===== src/swu_params.svh =====
`ifndef SWU_PARAMS_SVH
`define SWU_PARAMS_SVH

// input feature map
`define SWU_IFM_W 3
`define SWU_IFM_H 3

// channels per pixel divided by simd
`define SWU_CH_GRP 2

// square kernel, stride 1
`define SWU_K 2
`define SWU_OFM_W (`SWU_IFM_W - `SWU_K + 1)
`define SWU_OFM_H (`SWU_IFM_H - `SWU_K + 1)

`define SWU_PIX_BITS 8

// needs (K-1)*IFM_W*CH_GRP + K*CH_GRP entries at least
`define SWU_BUF_SIZE 12

`define SWU_FRAME_WORDS (`SWU_IFM_W * `SWU_IFM_H * `SWU_CH_GRP)
`define SWU_WIN_WORDS (`SWU_OFM_W * `SWU_OFM_H * `SWU_K * `SWU_K * `SWU_CH_GRP)

`endif


===== src/swu_pkg.sv =====
`default_nettype none

`include "swu_params.svh"

package swu_pkg;

   // one stream word, a channel group of one pixel
   typedef logic [`SWU_PIX_BITS-1:0] pix_t;

   // slot in the circular buffer
   typedef logic [$clog2(`SWU_BUF_SIZE)-1:0] buf_addr_t;

   // word index within a frame, wide enough for the full count
   typedef logic [$clog2(`SWU_FRAME_WORDS+1)-1:0] frame_idx_t;

   // read request from the window generator to the buffer
   typedef struct packed {
      buf_addr_t addr;
   } rd_req_t;

endpackage

`default_nettype wire


===== src/swu_write_ctrl.sv =====
`default_nettype none

`include "swu_params.svh"

module swu_write_ctrl (
   input  wire                        clk,
   input  wire                        resetn,
   input  wire                        in_valid_i,
   input  wire                        frame_done_i,
   input  wire swu_pkg::frame_idx_t   release_idx_i,
   output logic                       in_ready_o,
   output logic                       wr_en_o,
   output swu_pkg::buf_addr_t         wr_addr_o,
   output swu_pkg::frame_idx_t        wr_count_o
);

   swu_pkg::frame_idx_t unreleased;
   logic frame_full;

   //////////////////////////////////////////////////////////////////////
   // flow control
   //////////////////////////////////////////////////////////////////////

   // words still needed by the current or a later window
   assign unreleased = wr_count_o - release_idx_i;
   assign frame_full = (wr_count_o == swu_pkg::frame_idx_t'(`SWU_FRAME_WORDS));

   assign in_ready_o = (unreleased < swu_pkg::frame_idx_t'(`SWU_BUF_SIZE)) && !frame_full;
   assign wr_en_o    = in_valid_i && in_ready_o;

   //////////////////////////////////////////////////////////////////////
   // write counter
   //////////////////////////////////////////////////////////////////////

   always_ff @(posedge clk) begin
      if (!resetn || frame_done_i) begin
         wr_count_o <= '0;
         wr_addr_o  <= '0;
      end else if (wr_en_o) begin
         wr_count_o <= wr_count_o + 1'b1;
         // circular address, wraps at the buffer size
         if (wr_addr_o == swu_pkg::buf_addr_t'(`SWU_BUF_SIZE - 1)) begin
            wr_addr_o <= '0;
         end else begin
            wr_addr_o <= wr_addr_o + 1'b1;
         end
      end
   end

endmodule

`default_nettype wire


===== src/swu_window_gen.sv =====
`default_nettype none

`include "swu_params.svh"

module swu_window_gen (
   input  wire                        clk,
   input  wire                        resetn,
   input  wire swu_pkg::frame_idx_t   wr_count_i,
   input  wire                        room_i,
   output swu_pkg::rd_req_t           rd_req_o,
   output logic                       rd_fire_o,
   output swu_pkg::frame_idx_t        release_idx_o,
   output logic                       frame_done_o
);

   localparam int CH_BITS = (`SWU_CH_GRP > 1) ? $clog2(`SWU_CH_GRP) : 1;
   localparam int K_BITS  = (`SWU_K > 1) ? $clog2(`SWU_K) : 1;
   localparam int OW_BITS = (`SWU_OFM_W > 1) ? $clog2(`SWU_OFM_W) : 1;
   localparam int OH_BITS = (`SWU_OFM_H > 1) ? $clog2(`SWU_OFM_H) : 1;

   logic [CH_BITS-1:0] ch;
   logic [K_BITS-1:0]  kw;
   logic [K_BITS-1:0]  kh;
   logic [OW_BITS-1:0] ocol;
   logic [OH_BITS-1:0] orow;

   logic last_ch;
   logic last_kw;
   logic last_kh;
   logic last_col;
   logic last_row;

   swu_pkg::frame_idx_t needed_idx;

   //////////////////////////////////////////////////////////////////////
   // read address
   //////////////////////////////////////////////////////////////////////

   assign needed_idx = swu_pkg::frame_idx_t'(
      ((orow + kh) * `SWU_IFM_W + ocol + kw) * `SWU_CH_GRP + ch);

   // word index wrapped into the circular buffer
   assign rd_req_o.addr = swu_pkg::buf_addr_t'(needed_idx % `SWU_BUF_SIZE);

   // first word of the window, everything below may be overwritten
   assign release_idx_o = swu_pkg::frame_idx_t'((orow * `SWU_IFM_W + ocol) * `SWU_CH_GRP);

   // wait until the word is in the buffer and the output has space
   assign rd_fire_o = room_i && (needed_idx < wr_count_i);

   assign last_ch  = (ch == CH_BITS'(`SWU_CH_GRP - 1));
   assign last_kw  = (kw == K_BITS'(`SWU_K - 1));
   assign last_kh  = (kh == K_BITS'(`SWU_K - 1));
   assign last_col = (ocol == OW_BITS'(`SWU_OFM_W - 1));
   assign last_row = (orow == OH_BITS'(`SWU_OFM_H - 1));

   assign frame_done_o = rd_fire_o && last_ch && last_kw && last_kh && last_col && last_row;

   //////////////////////////////////////////////////////////////////////
   // trackers: channel, kernel column, kernel row, output column, row
   //////////////////////////////////////////////////////////////////////

   always_ff @(posedge clk) begin
      if (!resetn || frame_done_o) begin
         ch   <= '0;
         kw   <= '0;
         kh   <= '0;
         ocol <= '0;
         orow <= '0;
      end else if (rd_fire_o) begin
         if (!last_ch) begin
            ch <= ch + 1'b1;
         end else begin
            ch <= '0;
            if (!last_kw) begin
               kw <= kw + 1'b1;
            end else begin
               kw <= '0;
               if (!last_kh) begin
                  kh <= kh + 1'b1;
               end else begin
                  kh <= '0;
                  // window complete, move the origin
                  if (!last_col) begin
                     ocol <= ocol + 1'b1;
                  end else begin
                     ocol <= '0;
                     orow <= orow + 1'b1;
                  end
               end
            end
         end
      end
   end

endmodule

`default_nettype wire


===== src/swu_window_ram.sv =====
`default_nettype none

`include "swu_params.svh"

module swu_window_ram (
   input  wire                        clk,
   input  wire                        wr_en_i,
   input  wire swu_pkg::buf_addr_t    wr_addr_i,
   input  wire swu_pkg::pix_t         wr_data_i,
   input  wire                        rd_fire_i,
   input  wire swu_pkg::rd_req_t      rd_req_i,
   output logic                       rd_valid_o,
   output swu_pkg::pix_t              rd_data_o
);

   swu_pkg::pix_t mem [`SWU_BUF_SIZE];

   always_ff @(posedge clk) begin
      if (wr_en_i) begin
         mem[wr_addr_i] <= wr_data_i;
      end
   end

   // registered read port, data follows the request by one cycle
   always_ff @(posedge clk) begin
      rd_valid_o <= rd_fire_i;
      if (rd_fire_i) begin
         rd_data_o <= mem[rd_req_i.addr];
      end
   end

endmodule

`default_nettype wire


===== src/swu_out_stage.sv =====
`default_nettype none

module swu_out_stage (
   input  wire                   clk,
   input  wire                   resetn,
   input  wire                   rd_fire_i,
   input  wire                   rd_valid_i,
   input  wire swu_pkg::pix_t    rd_data_i,
   input  wire                   out_ready_i,
   output logic                  out_valid_o,
   output swu_pkg::pix_t         out_data_o,
   output logic                  room_o
);

   swu_pkg::pix_t q_data [2];
   logic [1:0] q_cnt;
   logic [1:0] used;
   logic q_valid;
   logic out_fire;
   logic pop;
   logic push;
   logic push_slot;

   // oldest stored word first, else the word just read
   assign q_valid     = (q_cnt != 2'd0);
   assign out_valid_o = q_valid || rd_valid_i;
   assign out_data_o  = q_valid ? q_data[0] : rd_data_i;
   assign out_fire    = out_valid_o && out_ready_i;

   assign pop       = q_valid && out_ready_i;
   assign push      = rd_valid_i && !(!q_valid && out_ready_i);
   assign push_slot = pop ? (q_cnt == 2'd2) : (q_cnt == 2'd1);

   // stored words plus reads in flight
   assign room_o = (used < 2'd2);

   //////////////////////////////////////////////////////////////////////
   // occupancy
   //////////////////////////////////////////////////////////////////////

   always_ff @(posedge clk) begin
      if (!resetn) begin
         used  <= '0;
         q_cnt <= '0;
      end else begin
         case ({rd_fire_i, out_fire})
            2'b10:   used <= used + 2'd1;
            2'b01:   used <= used - 2'd1;
            default: used <= used;
         endcase
         case ({push, pop})
            2'b10:   q_cnt <= q_cnt + 2'd1;
            2'b01:   q_cnt <= q_cnt - 2'd1;
            default: q_cnt <= q_cnt;
         endcase
      end
   end

   always_ff @(posedge clk) begin
      if (pop) begin
         q_data[0] <= q_data[1];
      end
      if (push) begin
         q_data[push_slot] <= rd_data_i;
      end
   end

endmodule

`default_nettype wire


===== src/sliding_window_unit.sv =====
`default_nettype none

module sliding_window_unit (
   input  wire                   clk,
   input  wire                   resetn,
   input  wire swu_pkg::pix_t    in_data_i,
   input  wire                   in_valid_i,
   output logic                  in_ready_o,
   output swu_pkg::pix_t         out_data_o,
   output logic                  out_valid_o,
   input  wire                   out_ready_i
);

   logic                wr_en;
   swu_pkg::buf_addr_t  wr_addr;
   swu_pkg::frame_idx_t wr_count;
   swu_pkg::frame_idx_t release_idx;
   swu_pkg::rd_req_t    rd_req;
   logic                rd_fire;
   logic                rd_valid;
   swu_pkg::pix_t       rd_data;
   logic                room;
   logic                frame_done;

   //////////////////////////////////////////////////////////////////////
   // write process, pointer trackers, buffer, output stage
   //////////////////////////////////////////////////////////////////////

   swu_write_ctrl u_write_ctrl (
      .clk           (clk),
      .resetn        (resetn),
      .in_valid_i    (in_valid_i),
      .frame_done_i  (frame_done),
      .release_idx_i (release_idx),
      .in_ready_o    (in_ready_o),
      .wr_en_o       (wr_en),
      .wr_addr_o     (wr_addr),
      .wr_count_o    (wr_count)
   );

   swu_window_gen u_window_gen (
      .clk           (clk),
      .resetn        (resetn),
      .wr_count_i    (wr_count),
      .room_i        (room),
      .rd_req_o      (rd_req),
      .rd_fire_o     (rd_fire),
      .release_idx_o (release_idx),
      .frame_done_o  (frame_done)
   );

   swu_window_ram u_window_ram (
      .clk        (clk),
      .wr_en_i    (wr_en),
      .wr_addr_i  (wr_addr),
      .wr_data_i  (in_data_i),
      .rd_fire_i  (rd_fire),
      .rd_req_i   (rd_req),
      .rd_valid_o (rd_valid),
      .rd_data_o  (rd_data)
   );

   swu_out_stage u_out_stage (
      .clk         (clk),
      .resetn      (resetn),
      .rd_fire_i   (rd_fire),
      .rd_valid_i  (rd_valid),
      .rd_data_i   (rd_data),
      .out_ready_i (out_ready_i),
      .out_valid_o (out_valid_o),
      .out_data_o  (out_data_o),
      .room_o      (room)
   );

endmodule

`default_nettype wire


===== config.mk =====
export PLATFORM = sky130hd
export DESIGN_NAME = sliding_window_unit
export DESIGN_NICKNAME = d
export VERILOG_FILES = /design/src/swu_pkg.sv /design/src/swu_write_ctrl.sv /design/src/swu_window_gen.sv /design/src/swu_window_ram.sv /design/src/swu_out_stage.sv /design/src/sliding_window_unit.sv
export VERILOG_INCLUDE_DIRS = /design/src
export SDC_FILE = /design/constraint.sdc
export NUM_CORES = 1
export LEC_CHECK = 0
export ABC_AREA = 1
export BUFFER_PORTS_ARGS = -buffer_cell sky130_fd_sc_hd__buf_2
export CAP_MARGIN = 20
export CORE_UTILIZATION = 35
export CTS_CLUSTER_SIZE = 20
export DETAILED_ROUTE_END_ITERATION = 8
export GPL_TIMING_DRIVEN = 0
export SLEW_MARGIN = 20
export SYNTH_ARGS = -nofsm -noshare
export SYNTH_HDL_FRONTEND = slang
export SYNTH_SLANG_ARGS = --single-unit

===== constraint.sdc =====
create_clock -name clk -period 5.2 [get_ports clk]
set_clock_uncertainty 0.05 [all_clocks]
set_input_delay 0.52 -clock clk [delete_from_list [all_inputs] [get_ports clk]]
set_output_delay 0.52 -clock clk [all_outputs]
set_load 0.02 [all_outputs]

After elaboration in Yosys (flattened, before gate mapping) --
Memories as Yosys holds them, arrays and structs flattened. A register that Yosys moved wholly into a read port is not among the register bits. Index checks and enable logic that the tools add are counted.
Storage, ports and cells: memories 2, flip-flop bits (word level) 19, RAM bits 112
Memories:
- u_window_ram.mem | depth 12, width 8, rd ports 1, clocked after Yosys merged registers in 1, wr ports 1, RTL line swu_window_ram.sv:16 | swu_pkg::pix_t mem [`SWU_BUF_SIZE];
- u_out_stage.q_data | depth 2, width 8, rd ports 2, clocked after Yosys merged registers in 0, wr ports 2, RTL line swu_out_stage.sv:15 | swu_pkg::pix_t q_data [2];
Operators by class: add/sub/neg operators 17, multipliers 2, order comparisons 3, reduce and logical (&&, ||, !) cells 25, div/mod/pow operators 1, equality and inequality tests 8, muxes and demuxes 15
Operators by type and width (number):
- 5-bit by 4-bit modulo with 32-bit output, second input constant | 1
- 32-bit by 2-bit multiplier with 4-bit output, second input constant | 1
- 1-bit logical AND | 12
- 1-bit two-way mux | 11
- 4-bit by 1-bit adder with 4-bit output | 2
- 8-bit two-way mux | 1
- 2-bit case mux with 2 select lines | 2
- 2-bit by 1-bit == test with 1-bit output, second input constant | 3
- 2-bit == test, second input constant | 3
- 2-bit nonzero test | 3
- 1-bit adder, second input constant | 5
- 5-bit by 1-bit adder with 5-bit output | 1
- 5-bit by 1-bit adder with 5-bit output, second input constant | 1
- 5-bit == test, second input constant | 1
- 5-bit by 4-bit < comparator with 1-bit output, second input constant | 1
- 5-bit < comparator | 1
- 5-bit AND reduction | 1
- 5-bit subtractor | 1
- 2-bit by 1-bit adder with 2-bit output, second input constant | 2
- 3-bit by 1-bit adder with 4-bit output | 1
- 4-bit by 1-bit adder with 4-bit output, second input constant | 1
- 4-bit == test, second input constant | 1
- 1-bit zero test | 4
- 4-bit two-way mux | 1
- 8 further kinds | 10

Depth between registers and ports, before layout --
depth in word-level cells 13, gate-level depth with buffers 19, mapped depth without buffers 19

By module --
A second synthesis with hierarchy kept.
Unflattened totals: cells, all modules 707, area total of the unflattened synthesis 6869.1 sq um
Modules (own cells, without submodules):
- swu_window_ram | area each 4398.0 sq um, times used 1, cells each 390, seq. area each 3143.0 sq um
- swu_out_stage | area each 1071.0 sq um, times used 1, cells each 118, seq. area each 560.5 sq um
- swu_write_ctrl | area each 732.0 sq um, times used 1, cells each 100, seq. area each 180.2 sq um
- swu_window_gen | area each 668.1 sq um, times used 1, cells each 99, seq. area each 100.1 sq um

Least setup slack after synthesis --
Ideal clock, no wire load.
kind register to register, start point register u_window_gen.orow (netlist: u_window_gen.last_row), end point register u_out_stage.used[1], library setup time 0.122 ns, arrival 2.989 ns, slack 2.039 ns, stages on the path, launching flop included 17, path buffers 0, data required time 5.028 ns, clock period less this slack 3.161 ns, cells stage by stage dfxtp_1 -> fa_1 -> inv_1 -> ha_1 -> inv_1 -> fa_1 -> inv_1 -> ha_1 -> nand2_1 -> nand2_1 -> a21oi_1 -> nand2_2 -> ha_1 -> a21oi_1 -> o21ai_0 -> o21ai_0 -> a21oi_1
Between the ends: longest elaborated chain between the ends 9
RTL lines:
- start, declared | RTL line swu_window_gen.sv:25 | logic [OH_BITS-1:0] orow;
- start signal, assigned | RTL line swu_window_gen.sv:88 | orow <= orow + 1'b1;
- 1-bit by 1-bit adder with 2-bit output (*) | RTL line swu_window_gen.sv:40 | ((orow + kh) * `SWU_IFM_W + ocol + kw) * `SWU_CH_GRP + ch);
- 32-bit by 2-bit multiplier with 4-bit output (no line) (*)
- 4-bit by 1-bit adder with 4-bit output (*) (2 in series) | RTL line swu_window_gen.sv:40
- 5-bit by 1-bit adder with 5-bit output (*) | RTL line swu_window_gen.sv:40
- 5-bit < comparator (*) | RTL line swu_window_gen.sv:49 | assign rd_fire_o = room_i && (needed_idx < wr_count_i);
- 1-bit logical AND (*) | RTL line swu_window_gen.sv:49
- 2-bit by 1-bit == test with 1-bit output or 2-bit == test (tied branches) | RTL line swu_out_stage.sv:46 | case ({rd_fire_i, out_fire})
- 2-bit case mux with 2 select lines or 2-bit nonzero test (tied branches)
- end signal, assigned | RTL line swu_out_stage.sv:47 | 2'b10: used <= used + 2'd1;
- end signal, assigned | RTL line swu_out_stage.sv:48 | 2'b01: used <= used - 2'd1;
- end signal, assigned | RTL line swu_out_stage.sv:49 | default: used <= used;
- end, declared | RTL line swu_out_stage.sv:17 | logic [1:0] used;
Mark *: on every way between the ends. The rest lies on a longest branch, timed or not. A chain may end at the register's enable or synchronous reset.

Worst setup path after layout --
Ends and elaborated chain as after synthesis.

==> qor.yml <==
status: "finished clean"
wl_per_cell_microns: 15.31
setup_tns_ps: 0
synth_top_family_by_area: "simple AND/OR/NAND/NOR gates"
yosys_warnings: 0
synth_compound_area_share_pct: 8.065
required_ps: 5450
drive_gt1_share_pct: 14.55
p_sw_mw: 1.115
post-route-period-util_pct: 67.43
syn_to_final_growth_pct: 16.46
vdd_drop_max_uv: 317.6
yosysTopAreaCell: "edfxtp_1"
critPathKind: "reg -> reg"
dieArea_sq_um: 18720
critPathMaxFanout: 7
placed_area_sq_um: 6798
ys_types: 27
synth_top_area_share_pct: 56.65
drt_iter0_drc: 298
clk_pin_slew_ps: 60
slew_headroom_pct: 25.28
clock-root-buffer: "clkbuf_16"
end_kind: "register"
via_per_inst: 4.860
grt_pass1_wl_microns: 21630
grt_max_degree: 17
ys_ff_latch: 139
power_frac_comb_pct: 25.0
drc: 0
antenna_left: 0
slew_viol_final: 0
rows: 48
nNetsFinal: 680
max-cap-violations: 0
syn_inst: 599
dp.final_hpwl_microns: 9178
start_util_pct: 36.27
die-width_microns: 136.8
syn_avg_cell_area_sq_um: 10.62
timing.fmax_mhz: 285.2
clockBufferDepth: 2
place_inst: 846
cts_max_level: 4
sequentialPowerShare_pct: 40.3
layout_commonest_cell: "edfxtp_1"
io_buffer_count: 20
antenna_cells: 0
syn-num-nets: 639
grt_pass1_vias: 4245
pin_count: 22
power_frac_clock_pct: 34.7
numClockSinks: 139
regToRegSetupSlack_ps: 1690
tightestPinTransition_ps: 1112
yosys.area_share.simple_pct: 15.87
synth_area_leaders: "edfxtp_1 57%, dfxtp_1 6.0%, nand2_1 5.7%"
min_period_ps: 3506
clk_latency_ps: 420
start_kind: "register"
postCtsHoldBufs: 0
synth.area.mux_share_pct: 1.633
cts_resized: 0
synthAdderAreaFrac_pct: 5.862
postCtsSetupRepairBufs: 0
nFillCells: 1658
switching_share_pct: 31.73
rsz0062_at_grt: "no"
cts_tree: "yes"
path_cells: "fa_1 -> inv_1 -> ha_1 -> inv_1 -> fa_1 -> inv_1 -> nand2_1 -> nand2_1 -> ha_1 -> nand2_1 -> inv_1 -> a21oi_1 -> nand2_2 -> ha_1 -> a21oi_1 -> o21ai_0 -> o21ai_0 -> a21oi_1"
finalInstanceArea_sq_um: 7408
cp_slowest_cell: "dfxtp_1"
ys_seq_area_share_pct: 62.63
setup_viol: 0
num_vias: 4267
mostFrequentLayoutCells: "120 x edfxtp_1, 97 x nand2_1, 77 x nor2_1"
critPathMaxStageDelay_ps: 500
gr-usage-met3_pct: 3.593
worstPathArrival_ps: 3750
track_usage_pct: 15.67
cts_buffers: 17
leakage_nw: 2.824
die_y_microns: 136.8
synth_xor_area_share_pct: 0.5507
p_int_mw: 2.398
routed_wl_microns: 13450
netlist_area_sq_um: 6361
core_area_sq_um: 17540
hp-class: "in -> reg"
grt.met1_usage_pct: 19.39
grt_overflow: 0
cpMostUsedCell: "inv_1"
hold_violations: 0
place_congestion: 0.7845
p_per_area_nw_per_um2: 474.1
gr-usage-met2_pct: 26.57
drt_first_pass_iters: 5
grt-busiest-layer: "met2"
fin_cells: 878
antenna_found_initial: 0
path summary, 6_finish.rpt:
check / startpoint / endpoint / cells after the start
setup / recovery: u_window_gen.last_row / u_out_stage.used[1] / 18
hold / removal: resetn / u_out_stage.q_cnt[0] / 3
setup reg to reg: u_window_gen.last_row / u_out_stage.used[1] / 18
hold reg to reg: u_out_stage.used[0] / u_out_stage.used[0] / 2
area by class of cell:
class	count	area (sq um)	share of cell area, %
buffer	21	95.09	1.284
clock buffer	18	429.2	5.793
clock inverter	14	171.4	2.314
inverter	66	247.7	3.344
multi-input combinational	373	2085	28.14
sequential	139	3984	53.77
tap	225	281.5	3.800
timing repair buffer	22	115.1	1.554
cells in the mapped netlist:
library cell / instances
nand2_1: 97
dfxtp_1: 19
buf_6: 1
and2_1: 1
edfxtp_1: 120
inv_1: 64
inv_2: 2
nand3_2: 2
buf_2: 7
xor2_1: 4
nor2_1: 77
o22ai_1: 16
o21ai_0: 55
a21oi_2: 6
o211ai_1: 1
fa_1: 3
ha_1: 25
a21boi_0: 1
buf_1: 1
nand2_2: 5
clkbuf_1: 12
mux2_2: 8
mux2i_2: 1
a21oi_1: 14
nand3_1: 34
nand4_1: 11
nor3_1: 12
sequential cells by signal, indices dropped and copies added, names as in the netlist:
name                     count
u_window_gen.kw              1
u_window_ram.rd_valid_o      1
u_out_stage.q_cnt            2
u_window_gen.ch              1
u_window_gen.last_row        1
u_out_stage.used             2
u_window_gen.last_col        1
u_window_ram.mem            96
u_window_gen.kh              1
u_write_ctrl.wr_addr_o       4
u_window_ram.rd_data_o       8
u_write_ctrl.wr_count_o      5
u_out_stage.q_data          16
layer usage:
layer / wire, microns / up-vias
met5: 0 / -
met4: 138 / 0
met3: 626 / 11
met2: 6434 / 95
met1: 6246 / 2014
li1: - / 2147
cells by family after synthesis:
logic type	Yosys count
buffers and inverters	87
and+or+nand+nor	239
xor gates and xnor gates	4
adders and majority gates	28
AOI/OAI and AO/OA	93
DFF	139
muxes	9
metrics by stage:
stage	power, mW	setup WS [ps]	hold slack (ps)	util [%]
3_5_place_dp	2.311	1748	431.4	38.76
2_1_floorplan	2.034	2039	388.8	-
5_1_grt	3.691	1358	358.0	42.24
3_3_place_gp	2.274	1561	412.9	38.45
4_1_cts	3.532	1708	333.7	42.19
6_report	3.512	1694	356.7	42.24
worst max-delay path: cells and delay by family (launching register included):
kind,cells,cell delay [ps]
AO/OA/AOI/OAI,5,670
adder cells (fa/ha/maj),5,1570
buffers and inverters,4,240
flip-flops,1,500
AND/OR/NAND/NOR,4,370
power by group through the flow:
stage	Sequential (mW)	Combinational [mW]	Clock, mW
6_report	1.42	0.879	1.22
5_1_grt	1.43	0.985	1.28
4_1_cts	1.42	0.878	1.24
3_5_place_dp	1.44	0.871	0
3_3_place_gp	1.43	0.840	0
2_1_floorplan	1.41	0.619	0
Power figures use the tool's default switching activity.
